--- src/common/io_bus_pkg.sv ---
package io_bus_pkg;

  typedef logic [16:0] adr_t;
  typedef logic [31:0] data_t;
  typedef logic [3:0]  sel_t;

  // peripheral selector, address bits 16 to 12
  typedef logic [4:0]  slot_t;

  localparam slot_t SLOT_LOCAL = 5'd0;  // segment word and fan register
  localparam slot_t SLOT_SWLED = 5'd1;  // switches in, LEDs out
  localparam slot_t SLOT_TIMER = 5'd8;

  // master side request, held until ack
  typedef struct packed {
    logic  cyc;
    logic  stb;
    logic  we;
    sel_t  sel;
    adr_t  adr;
    data_t dat;
  } io_req_t;

  typedef struct packed {
    data_t dat;
    logic  ack;
  } io_rsp_t;

  typedef enum logic [1:0] {
    IDLE,
    BUSY,
    DONE
  } access_state_t;

endpackage

--- src/common/periph_pkg.sv ---
package periph_pkg;

  typedef logic [8:0]  led_t;
  typedef logic [15:0] sw_t;
  typedef logic [6:0]  seg_pattern_t;  // active low, segment a in bit 0
  typedef logic [7:0]  duty_t;
  typedef logic [31:0] count_t;

  // timer register index, address bits 5 to 2
  typedef logic [3:0]  treg_t;

  localparam treg_t TREG_RELOAD0 = 4'd0;
  localparam treg_t TREG_RELOAD1 = 4'd1;
  localparam treg_t TREG_RELOAD2 = 4'd2;
  localparam treg_t TREG_RELOAD3 = 4'd3;
  localparam treg_t TREG_CTRL    = 4'd4;  // one enable bit per channel
  localparam treg_t TREG_STATUS  = 4'd5;  // pending bits, write one to clear
  localparam treg_t TREG_COUNT0  = 4'd8;
  localparam treg_t TREG_COUNT1  = 4'd9;
  localparam treg_t TREG_COUNT2  = 4'd10;
  localparam treg_t TREG_COUNT3  = 4'd11;

  typedef struct packed {
    logic              cyc;
    logic              stb;
    logic              we;
    treg_t             adr;
    io_bus_pkg::data_t dat;
  } timer_req_t;

  localparam duty_t FAN_RESET_DUTY = 8'd128;

endpackage

--- src/design/timer/timer_int.sv ---
module timer_int #(
  parameter int NUM_TIMERS = 4,
  parameter int TICK_DIV   = 1
) (
  input  logic                   clk_i,
  input  logic                   rst_i,
  input  periph_pkg::timer_req_t req_i,
  output io_bus_pkg::data_t      dat_o,
  output logic                   ack_o,
  output logic [NUM_TIMERS-1:0]  irq_o
);
  import io_bus_pkg::*;
  import periph_pkg::*;

  localparam int PW = (TICK_DIV > 1) ? $clog2(TICK_DIV) : 1;
  localparam treg_t RELOAD_IDX [4] = '{TREG_RELOAD0, TREG_RELOAD1, TREG_RELOAD2, TREG_RELOAD3};
  localparam treg_t COUNT_IDX  [4] = '{TREG_COUNT0, TREG_COUNT1, TREG_COUNT2, TREG_COUNT3};

  logic [PW-1:0]         presc;
  logic                  tick;
  count_t                reload [NUM_TIMERS];
  count_t                count  [NUM_TIMERS];
  logic [NUM_TIMERS-1:0] enable, pending, expire;
  logic                  hit, wr;
  data_t                 rd_dat;

  assign hit  = req_i.cyc && req_i.stb;
  assign wr   = hit && req_i.we && ack_o;  // lands on the edge that ends the ack cycle
  assign tick = (presc == PW'(TICK_DIV - 1));

  always_comb begin
    for (int i = 0; i < NUM_TIMERS; i++)
      expire[i] = enable[i] && tick && (count[i] == '0);
  end

  always_ff @(posedge clk_i or posedge rst_i) begin
    if (rst_i) begin
      ack_o   <= 1'b0;
      presc   <= '0;
      enable  <= '0;
      pending <= '0;
      for (int i = 0; i < NUM_TIMERS; i++) begin
        reload[i] <= '0;
        count[i]  <= '0;
      end
    end else begin
      ack_o <= hit && !ack_o;
      presc <= tick ? '0 : presc + 1'b1;
      if (wr && req_i.adr == TREG_CTRL)
        enable <= req_i.dat[NUM_TIMERS-1:0];
      // a new expiry wins over a clear
      if (wr && req_i.adr == TREG_STATUS)
        pending <= (pending & ~req_i.dat[NUM_TIMERS-1:0]) | expire;
      else
        pending <= pending | expire;
      for (int i = 0; i < NUM_TIMERS; i++) begin
        if (wr && req_i.adr == RELOAD_IDX[i]) begin
          reload[i] <= req_i.dat;
          count[i]  <= req_i.dat;
        end else if (enable[i] && tick) begin
          count[i] <= expire[i] ? reload[i] : count[i] - 1'b1;
        end
      end
    end
  end

  always_comb begin
    rd_dat = '0;
    if (req_i.adr == TREG_CTRL)
      rd_dat = data_t'(enable);
    if (req_i.adr == TREG_STATUS)
      rd_dat = data_t'(pending);
    for (int i = 0; i < NUM_TIMERS; i++) begin
      if (req_i.adr == RELOAD_IDX[i])
        rd_dat = reload[i];
      if (req_i.adr == COUNT_IDX[i])
        rd_dat = count[i];
    end
  end

  always_ff @(posedge clk_i) begin
    if (hit && !ack_o)
      dat_o <= rd_dat;
  end

  assign irq_o = pending;

  // the request stays up through the ack cycle where writes land
  ack_with_req: assert property (@(posedge clk_i) disable iff (rst_i)
    ack_o |-> hit);

endmodule

--- src/design/fan_pwm.sv ---
module fan_pwm (
  input  logic              clk_i,
  input  logic              rst_i,
  input  periph_pkg::duty_t duty_i,
  output logic              fan_o
);
  import periph_pkg::*;

  duty_t cnt;  // wraps every 256 cycles

  always_ff @(posedge clk_i or posedge rst_i) begin
    if (rst_i) begin
      cnt   <= '0;
      fan_o <= 1'b0;
    end else begin
      cnt   <= cnt + 1'b1;
      fan_o <= (cnt < duty_i);  // duty 0 never high
    end
  end

endmodule

--- src/design/seg_digits.sv ---
module seg_digits (
  input  io_bus_pkg::data_t              word_i,
  output periph_pkg::seg_pattern_t [7:0] hex_o
);
  import periph_pkg::*;

  function automatic seg_pattern_t to_seg(input logic [3:0] nib);
    case (nib)
      4'h0: to_seg = ~7'h3f;
      4'h1: to_seg = ~7'h06;
      4'h2: to_seg = ~7'h5b;
      4'h3: to_seg = ~7'h4f;
      4'h4: to_seg = ~7'h66;
      4'h5: to_seg = ~7'h6d;
      4'h6: to_seg = ~7'h7d;
      4'h7: to_seg = ~7'h07;
      4'h8: to_seg = ~7'h7f;
      4'h9: to_seg = ~7'h6f;
      4'ha: to_seg = ~7'h77;
      4'hb: to_seg = ~7'h7c;  // lower case b
      4'hc: to_seg = ~7'h39;
      4'hd: to_seg = ~7'h5e;  // lower case d
      4'he: to_seg = ~7'h79;
      default: to_seg = ~7'h71;
    endcase
  endfunction

  // digit 0 from the low nibble
  always_comb begin
    for (int i = 0; i < 8; i++)
      hex_o[i] = to_seg(word_i[4*i +: 4]);
  end

endmodule

--- src/design/io_controller.sv ---
module io_controller (
  input  logic                   clk_i,
  input  logic                   rst_i,
  input  io_bus_pkg::io_req_t    req_i,
  output io_bus_pkg::io_rsp_t    rsp_o,
  input  periph_pkg::sw_t        sw_i,
  output periph_pkg::led_t       leds_o,
  output io_bus_pkg::data_t      seg_word_o,
  output periph_pkg::duty_t      fan_duty_o,
  output periph_pkg::timer_req_t timer_req_o,
  input  io_bus_pkg::data_t      timer_dat_i,
  input  logic                   timer_ack_i
);
  import io_bus_pkg::*;
  import periph_pkg::*;

  access_state_t state, state_next;
  data_t         seg_reg, seg_next;
  data_t         fan_reg, fan_next;
  led_t          led_reg, led_next;
  data_t         result, result_next;
  slot_t         slot;

  assign slot = req_i.adr[16:12];

  always_ff @(posedge clk_i or posedge rst_i) begin
    if (rst_i) begin
      state   <= IDLE;
      seg_reg <= '0;
      fan_reg <= data_t'(FAN_RESET_DUTY);
      led_reg <= '0;
    end else begin
      state   <= state_next;
      seg_reg <= seg_next;
      fan_reg <= fan_next;
      led_reg <= led_next;
    end
  end

  always_ff @(posedge clk_i) begin
    result <= result_next;  // read data held through DONE
  end

  always_comb begin
    state_next  = state;
    seg_next    = seg_reg;
    fan_next    = fan_reg;
    led_next    = led_reg;
    result_next = result;
    case (state)
      IDLE: begin
        if (req_i.cyc && req_i.stb)
          state_next = BUSY;
      end
      BUSY: begin
        case (slot)
          SLOT_LOCAL: begin
            if (req_i.we) begin
              if (req_i.adr[0])
                fan_next = req_i.dat;
              else
                seg_next = req_i.dat;
            end else begin
              result_next = req_i.adr[0] ? fan_reg : seg_reg;
            end
            state_next = DONE;
          end
          SLOT_SWLED: begin
            if (req_i.we)
              led_next = req_i.dat[8:0];
            else
              result_next = data_t'(sw_i);
            state_next = DONE;
          end
          SLOT_TIMER: begin
            // wait here until the timer answers
            if (timer_ack_i) begin
              result_next = timer_dat_i;
              state_next  = DONE;
            end
          end
          default: begin
            result_next = '0;  // unmapped
            state_next  = DONE;
          end
        endcase
      end
      DONE: state_next = IDLE;
      default: state_next = IDLE;
    endcase
  end

  assign rsp_o.dat = result;
  assign rsp_o.ack = (state == DONE);

  assign timer_req_o.cyc = (state == BUSY);
  assign timer_req_o.stb = (slot == SLOT_TIMER);
  assign timer_req_o.we  = req_i.we;
  assign timer_req_o.adr = req_i.adr[5:2];
  assign timer_req_o.dat = req_i.dat;

  assign seg_word_o = seg_reg;
  assign fan_duty_o = fan_reg[7:0];  // only the low byte drives the fan
  assign leds_o     = led_reg;

  // a stuck timer ack would finish the next timer access early
  timer_ack_single: assert property (@(posedge clk_i) disable iff (rst_i)
    timer_ack_i |=> !timer_ack_i);

endmodule

--- src/design/io_top.sv ---
module io_top #(
  parameter int NUM_TIMERS = 4,
  parameter int TICK_DIV   = 1
) (
  input  logic                           clk_i,
  input  logic                           rst_i,
  input  io_bus_pkg::io_req_t            bus_req_i,
  output io_bus_pkg::io_rsp_t            bus_rsp_o,
  input  periph_pkg::sw_t                sw_i,
  output periph_pkg::led_t               leds_o,
  output logic                           fan_o,
  output periph_pkg::seg_pattern_t [7:0] hex_o,
  output logic [NUM_TIMERS-1:0]          irq_o
);
  import io_bus_pkg::*;
  import periph_pkg::*;

  timer_req_t timer_req;
  data_t      timer_dat;
  logic       timer_ack;
  data_t      seg_word;
  duty_t      fan_duty;

  io_controller io_controller_inst (
    .clk_i       (clk_i),
    .rst_i       (rst_i),
    .req_i       (bus_req_i),
    .rsp_o       (bus_rsp_o),
    .sw_i        (sw_i),
    .leds_o      (leds_o),
    .seg_word_o  (seg_word),
    .fan_duty_o  (fan_duty),
    .timer_req_o (timer_req),
    .timer_dat_i (timer_dat),
    .timer_ack_i (timer_ack)
  );

  timer_int #(
    .NUM_TIMERS (NUM_TIMERS),
    .TICK_DIV   (TICK_DIV)
  ) timer_int_inst (
    .clk_i (clk_i),
    .rst_i (rst_i),
    .req_i (timer_req),
    .dat_o (timer_dat),
    .ack_o (timer_ack),
    .irq_o (irq_o)
  );

  fan_pwm fan_pwm_inst (
    .clk_i  (clk_i),
    .rst_i  (rst_i),
    .duty_i (fan_duty),
    .fan_o  (fan_o)
  );

  seg_digits seg_digits_inst (
    .word_i (seg_word),
    .hex_o  (hex_o)
  );

endmodule

--- config.mk ---
export PLATFORM = sky130hd
export DESIGN_NAME = io_top
export DESIGN_NICKNAME = d
export VERILOG_FILES = /design/src/common/io_bus_pkg.sv /design/src/common/periph_pkg.sv /design/src/design/timer/timer_int.sv /design/src/design/fan_pwm.sv /design/src/design/seg_digits.sv /design/src/design/io_controller.sv /design/src/design/io_top.sv
export SDC_FILE = /design/constraint.sdc
export NUM_CORES = 1
export LEC_CHECK = 0
export BUFFER_PORTS_ARGS = -buffer_cell sky130_fd_sc_hd__buf_2
export CELL_PAD_IN_SITES_DETAIL_PLACEMENT = 2
export CELL_PAD_IN_SITES_GLOBAL_PLACEMENT = 2
export CORE_MARGIN = 8
export CORE_UTILIZATION = 41
export DETAILED_ROUTE_END_ITERATION = 16
export GPL_ROUTABILITY_DRIVEN = 0
export GPL_TIMING_DRIVEN = 1
export PLACE_DENSITY_LB_ADDON = 0.1
export SLEW_MARGIN = 20
export SYNTH_ARGS = -nofsm -noshare
export SYNTH_HDL_FRONTEND = slang
export SYNTH_SLANG_ARGS = --single-unit
--- constraint.sdc ---
create_clock -name clk_i -period 29.6 [get_ports clk_i]
set_input_delay 1.48 -clock clk_i [delete_from_list [all_inputs] [get_ports clk_i]]
set_output_delay 1.48 -clock clk_i [all_outputs]
set_load 0.01 [all_outputs]
==> results of run 1 <==
-- placed cells by master (no fill, tap or decap), types with 8 or more instances in the layout --
cell	instances
a31oi_1	40
a222oi_1	20
nand2b_1	24
nand3b_1	9
mux2i_1	84
o21ai_0	184
a22o_1	33
nor4_1	40
xor2_1	39
clkinv_2	11
edfxtp_1	64
dfrtp_1	348
xnor2_1	32
clkbuf_16	47
nand2_1	607
nand4_1	22
inv_1	55
nor2_1	163
a22oi_1	42
buf_2	165
or3_1	38
or4_1	21
a32o_1	8
o21a_1	14
ha_1	60
nor3_1	49
o22ai_1	11
o211ai_1	50
buf_4	44
mux4_2	8
a21oi_1	99
or3b_2	10
nand3_1	64
mux2_2	56
o221ai_1	8
o2111ai_1	12
bufinv_16	10
nor2b_1	18
-- cells by family (layout without fill, tap and decap cells) --
family	Yosys count	in the layout	synth area share (%)
other	0	5	0
AO/OA/AOI/OAI	583	583	16.1
multiplexers	148	148	6.99
XOR/XNOR	71	71	2.63
flip-flops	413	413	45.1
adder cells (fa/ha/maj)	60	60	3.18
AND/OR/NAND/NOR	1135	1135	22.0
buffers and inverters	241	352	4.01
-- per-stage QoR --
stage	utilization (%)	power (W)	cell area, um^2
after floorplan	-	0.000654	23600
after global placement	43.8	0.000696	25100
after detailed placement	43.8	0.000702	25100
after CTS	46.8	0.00135	26800
after global routing	46.8	0.00137	26800
final	46.8	0.00134	26800
-- tightest hold or removal path: stages (launching register included) --
cell     delay [ns]
dfrtp_1        0.35
nand2_1        0.05
nand2_1        0.06
-- report_power, final --
part	total (W)	switching [W]	leakage [nW]	internal, W
Combinational	0.0000986	0.0000678	6.40	0.0000308
Sequential	0.000593	0.00000905	5.13	0.000584
Clock	0.000644	0.000250	0.828	0.000393
-- worst min-delay path by stage --
stage	startpoint	to	slack, ns	cells after the start
after floorplan	fan_pwm_inst.cnt[0]$_DFF_PP0_	fan_pwm_inst.cnt[0]$_DFF_PP0_	0.45	1
after global placement	timer_int_inst.reload[52]$_DFFE_PP0P_	timer_int_inst.reload[52]$_DFFE_PP0P_	0.47	2
after detailed placement	timer_int_inst.reload[52]$_DFFE_PP0P_	timer_int_inst.reload[52]$_DFFE_PP0P_	0.48	2
after CTS	timer_int_inst.reload[52]$_DFFE_PP0P_	timer_int_inst.reload[52]$_DFFE_PP0P_	0.49	2
after global routing	io_controller_inst.leds_o[2]$_DFFE_PP0P_	io_controller_inst.leds_o[2]$_DFFE_PP0P_	0.53	1
final	timer_int_inst.reload[52]$_DFFE_PP0P_	timer_int_inst.reload[52]$_DFFE_PP0P_	0.50	2
-- metal layers --
layer	wire (um)	up-vias
li1	-	9621
met3	4780	175
met2	47200	576
met1	41900	11359
met4	3410	2
met5	13	-
-- cell type report --
type,instances,area [um^2],share of cell area [%]
multi-input cells,1997,12100,45.2
clock buffers,60,1280,4.79
repair buffers,210,1180,4.41
clock inverters,26,384,1.43
diodes,5,12.5,0.0466
well taps,765,957,3.57
flip-flops and latches,413,10700,39.7
inverters,56,218,0.811
==> impl_metrics.ini, run 1 <==
[status]
status = finished clean

[clocking]
cts_buffers = 47
cts_setup_buffers = 0
cts_tree = yes
cts_sinks = 413
htreeDepth = 2
root_buffer = clkbuf_16
clk-insertion-delay-late_ns = 0.59
cts_hold_buf = 0
post_cts_resized = 0
clk_path_buf_depth = 3
clk_pin_slew_ns = 0.06

[route]
ant_nets = 0
routed_via_density = 6.15
drc = 0
drtIter0Drc = 1367
drt_wl_total_mm = 97.4
dr.pass1.iters = 8
wl_per_cell_um = 27.6
vias = 21733

[critical_path]
crit_chain = buf_2, buf_4, nor4b_2, buf_4, nand4_1, buf_4, nand2_1, a21oi_1, a221oi_1, o21ai_0
crit_type = input port to flop
r2r_start = timer_int_inst.count[73]$_DFFE_PP0P_
r2r_slack_ns = 26.28
cp_data_arrival_time_ns = 4.45
slowest_delay_ns = 0.76
cp-endpoint = timer_int_inst.count[51]$_DFFE_PP0P_
critPathLaunch = bus_req_i[34]
crit_top_cell = buf_4
cp_top_family = buffers and inverters
crit_cells = 10
crit_buf_inv = 4
cp-start-kind = input port
required_ns = 30.05
path_max_fanout = 32
rr_worst_depth = 6
end_kind = flop
reg2reg_to = timer_int_inst.count[64]$_DFFE_PP0P_
slowest_stage = nand4_1

[floorplanning]
fp.dieH_um = 256
io_pins = 177
core_area_um2 = 57400
dieArea_um2 = 65500
start_util_pct = 41.2
die_x_um = 256
row_count = 88

[timing]
hold_ws_ns = 0.495
finalClockSkew_ns = 0.0149
layout_worst_path_cycle_share_pct = 13.5
layout_setup_ws_ns = 25.60
setup-violations-final = 0
rsz0062_at_grt = false
tns_ns = 0
relSlewSlack_pct = 22.6
hold_viol_final = 0
final_max_slew_viol_count = 0
tightest_slew_ns = 1.15
fin_crit_ns = 4.00
fmax_mhz = 250

[global_routing]
grt.overflow.total = 0
grt_pass1_wl_mm = 149
grt_pass1_vias = 23745
grt_max_degree = 111
grt.met3_usage_pct = 4.40
antenna_found_initial = 7
grt_usage_pct = 28.9
grtUsageMet2_pct = 49.0
top_usage_layer = met2
grt_use_met1_pct = 37.4

[synth]
netlist_instances = 2651
netlist_area_um2 = 23600
synth.most_common_cell = nand2_1
synthArstFlopShare_pct = 84.5
synth_top_area_cell = dfrtp_1
synth_warnings = 0
ys.flop_type = dfrtp_1
yosysUniqueCellTypes = 78
synth.avg_cell_area_um2 = 8.91
synth_edf_count = 64
ys_seq_area_share_pct = 45.1
synthTopCellsByCount = 607 x nand2_1, 348 x dfrtp_1, 184 x o21ai_0, 169 x nor2_1, 165 x clkbuf_1
synth_nets = 2785
yosys-top-cells-area = dfrtp_1 37%, nand2_1 9.6%, edfxtp_1 8.1%
ys_ff_latch = 413
synth_top_area_share_pct = 36.9

[place]
hpwlAfterDp_mm = 69.9
dp.cells = 3441
portBuffers = 165
dp_slack_ns = 25.03

[final_layout]
reg_top3 = timer_int_inst.count (128), timer_int_inst.reload (128)
finalNonFillerCells = 3532
syn2layout_area_growth_pct = 13.6
drive_gt1_share_pct = 14.6
final_nets = 2859
nFillCells = 6225

[job]
maxCapViolCount = 0

[pwr]
powerDensity_nw_per_um2 = 49.8
ir_drop_mv = 0.0467
p_leak_nw = 12.4

[hold_path]
hp-class = flop to flop
No activity file was read; power rests on OpenSTA's default activity.
==> run 2, diff against run 1 <==
--- a/config.mk
+++ b/config.mk
@@ -9,7 +9,7 @@
 export CELL_PAD_IN_SITES_DETAIL_PLACEMENT = 2
 export CELL_PAD_IN_SITES_GLOBAL_PLACEMENT = 2
 export CORE_MARGIN = 8
-export CORE_UTILIZATION = 41
+export CORE_UTILIZATION = 34
 export DETAILED_ROUTE_END_ITERATION = 16
 export GPL_ROUTABILITY_DRIVEN = 0
 export GPL_TIMING_DRIVEN = 1
==> constraint.sdc (replaced) <==
create_clock -name clk_i -period 3.6 [get_ports clk_i]
set_input_delay 0.18 -clock clk_i [delete_from_list [all_inputs] [get_ports clk_i]]
set_output_delay 0.18 -clock clk_i [all_outputs]
set_load 0.01 [all_outputs]
==> run 2 against run 1 <==
Compared with the run above:
- clock skew fell by 0.0011 ns
- worst setup slack got worse by 25 ns
- combinational power rose to 8.8 times the previous value
- via count rose by 0.46%
- critical path depth fell by 3
- worst hold slack got worse by 0.47 ns
- non-clock buffer count rose by 74
- final cell count rose by 6.9%
- design area rose by 3.0%
- register-to-register slack got worse by 26 ns
- sequential power rose to 8.2 times the previous value
- largest cell class unchanged
- highest routed layer unchanged
==> impl_metrics.ini, run 2 (synthesized netlist as in run 1, its figures left out) <==
[route]
routed_via_density = 5.78
drc = 0
drtIter0Drc = 1488
ant_nets = 0
dr.pass1.iters = 6
wl_per_cell_um = 26.5
vias = 21833
drt_wl_total_mm = 100

[critical_path]
cp-start-kind = flop
rr_worst_depth = 7
path_max_fanout = 15
end_kind = flop
cp_data_arrival_time_ns = 3.58
crit_type = flop to flop
required_ns = 4.11

[final_layout]
final_nets = 2936
layout_commonest_cell = nand2_1
mostFrequentLayoutCells = 607 x nand2_1, 348 x dfrtp_1, 184 x o21ai_0
finalNonFillerCells = 3775
n_antenna_cell = 0
syn2layout_area_growth_pct = 17.0
drive_gt1_share_pct = 15.0
reg_top3 = timer_int_inst.count (128), timer_int_inst.reload (128)

[timing]
tns_ns = 0
layout_setup_ws_ns = 0.529
relSlewSlack_pct = 28.6
final_max_slew_viol_count = 0
setup-violations-final = 0
finalClockSkew_ns = 0.0138
fin_crit_ns = 3.07
rsz0062_at_grt = false
layout_worst_path_cycle_share_pct = 85.3
tightest_slew_ns = 1.07
fmax_mhz = 326
hold_viol_final = 0

[place]
portBuffers = 165
hpwlAfterDp_mm = 73.2
dp.cells = 3648
dp_slack_ns = 0.553

[floorplanning]
row_count = 96
start_util_pct = 34.4
dieArea_um2 = 78100
fp.dieH_um = 280
io_pins = 177
die_x_um = 280
core_area_um2 = 68700

[clocking]
cts_setup_buffers = 0
htreeDepth = 2
root_buffer = clkbuf_16
cts_sinks = 413
clk_path_buf_depth = 3
cts_buffers = 50
clk_pin_slew_ns = 0.06
cts_tree = yes
clk-insertion-delay-late_ns = 0.59

[global_routing]
grt.overflow.total = 0
grt_pass1_wl_mm = 152
grt_max_degree = 112
antenna_found_initial = 6
grt_pass1_vias = 23480
grt_usage_pct = 25.1

[hold_path]
hp-class = input port to flop
hold_depth = 3

[pwr]
p_leak_nw = 12.7
powerDensity_nw_per_um2 = 393
ir_drop_mv = 0.308

[job]
maxCapViolCount = 0

[status]
status = finished clean
[run 2: changes by cell type in the layout (fill, tap and decap cells not counted), moves of 2 or more]
cell / previous run / this run
buf_12: 0 / 5
nor4_1: 40 / 43
diode_2: 5 / 0
clkbuf_1: 7 / 24
nor2_1: 163 / 165
clkbuf_16: 47 / 53
buf_4: 44 / 81
bufinv_16: 10 / 3
clkinv_2: 11 / 4
dlygate4sd3_1: 0 / 33
clkinvlp_4: 0 / 3
nor4_2: 6 / 3
[run 2: metal layers]
layer / track usage (%) / routed length [um]
met1: 34.3 / 45500
met2: 42.4 / 48300
met3: 2.88 / 4120
met4: 5.91 / 2080
met5: 0 / 13
[run 2: cell type report]
class,count,area (um^2)
Fill cell,7649,41100
Clock inverter,11,133
Multi-Input combinational cell,1997,12100
Timing Repair Buffer,284,1860
Clock buffer,83,1500
Inverter,56,214
Sequential cell,413,10700
Tap cell,931,1160
[run 2: repair_timing]
| action | CTS | global route |
|---|---|---|
| hold buffers | 33 | 0 |
| resized for setup | 0 | 0 |
| endpoints found under the hold margin | 112 | 0 |
[run 2: power breakdown]
group | switching (W) | total [W] | internal, W
sequential | 0.0000674 | 0.00487 | 0.00480
clock | 0.00209 | 0.00513 | 0.00304
combinational | 0.000578 | 0.000864 | 0.000287
total | 0.00274 | 0.0109 | 0.00813
[run 2: per-stage QoR]
| step | area [um^2] | hold WS, ns | utilization (%) | power, W |
|---|---|---|---|---|
| floorplan | 23600 | 0.285 | - | 0.00538 |
| global placement | 25700 | 0.352 | 37.4 | 0.00577 |
| detailed placement | 25700 | 0.356 | 37.4 | 0.00580 |
| CTS | 27600 | 0.00147 | 40.2 | 0.0110 |
| global route | 27600 | 0.0121 | 40.2 | 0.0112 |
| finish | 27600 | 0.0240 | 40.2 | 0.0109 |
[run 2: path summary, 6_finish.rpt]
path | end | slack, ns | start
min | io_controller_inst.fan_reg[1]$_DFFE_PP0P_ | 0.02 | bus_req_i[1]
min reg2reg | fan_pwm_inst.cnt[7]$_DFF_PP0_ | 0.49 | fan_pwm_inst.cnt[7]$_DFF_PP0_
min in group asynchronous | timer_int_inst.count[55]$_DFFE_PP0P_ | 0.29 | rst_i
max reg2reg | timer_int_inst.count[3]$_DFFE_PP0P_ | 0.53 | timer_int_inst.count[25]$_DFFE_PP0P_
max in group asynchronous | io_controller_inst.seg_word_o[4]$_DFFE_PP0P_ | 2.22 | rst_i
max | timer_int_inst.count[3]$_DFFE_PP0P_ | 0.53 | timer_int_inst.count[25]$_DFFE_PP0P_
[run 2: worst max-delay path, stage by stage (launching register included)]
cell,delay (ns)
dfrtp_1,0.46
or4_1,0.63
nor4_1,0.50
nand4_1,0.46
buf_4,0.37
nor2_1,0.27
a222oi_1,0.14
o21ai_0,0.14
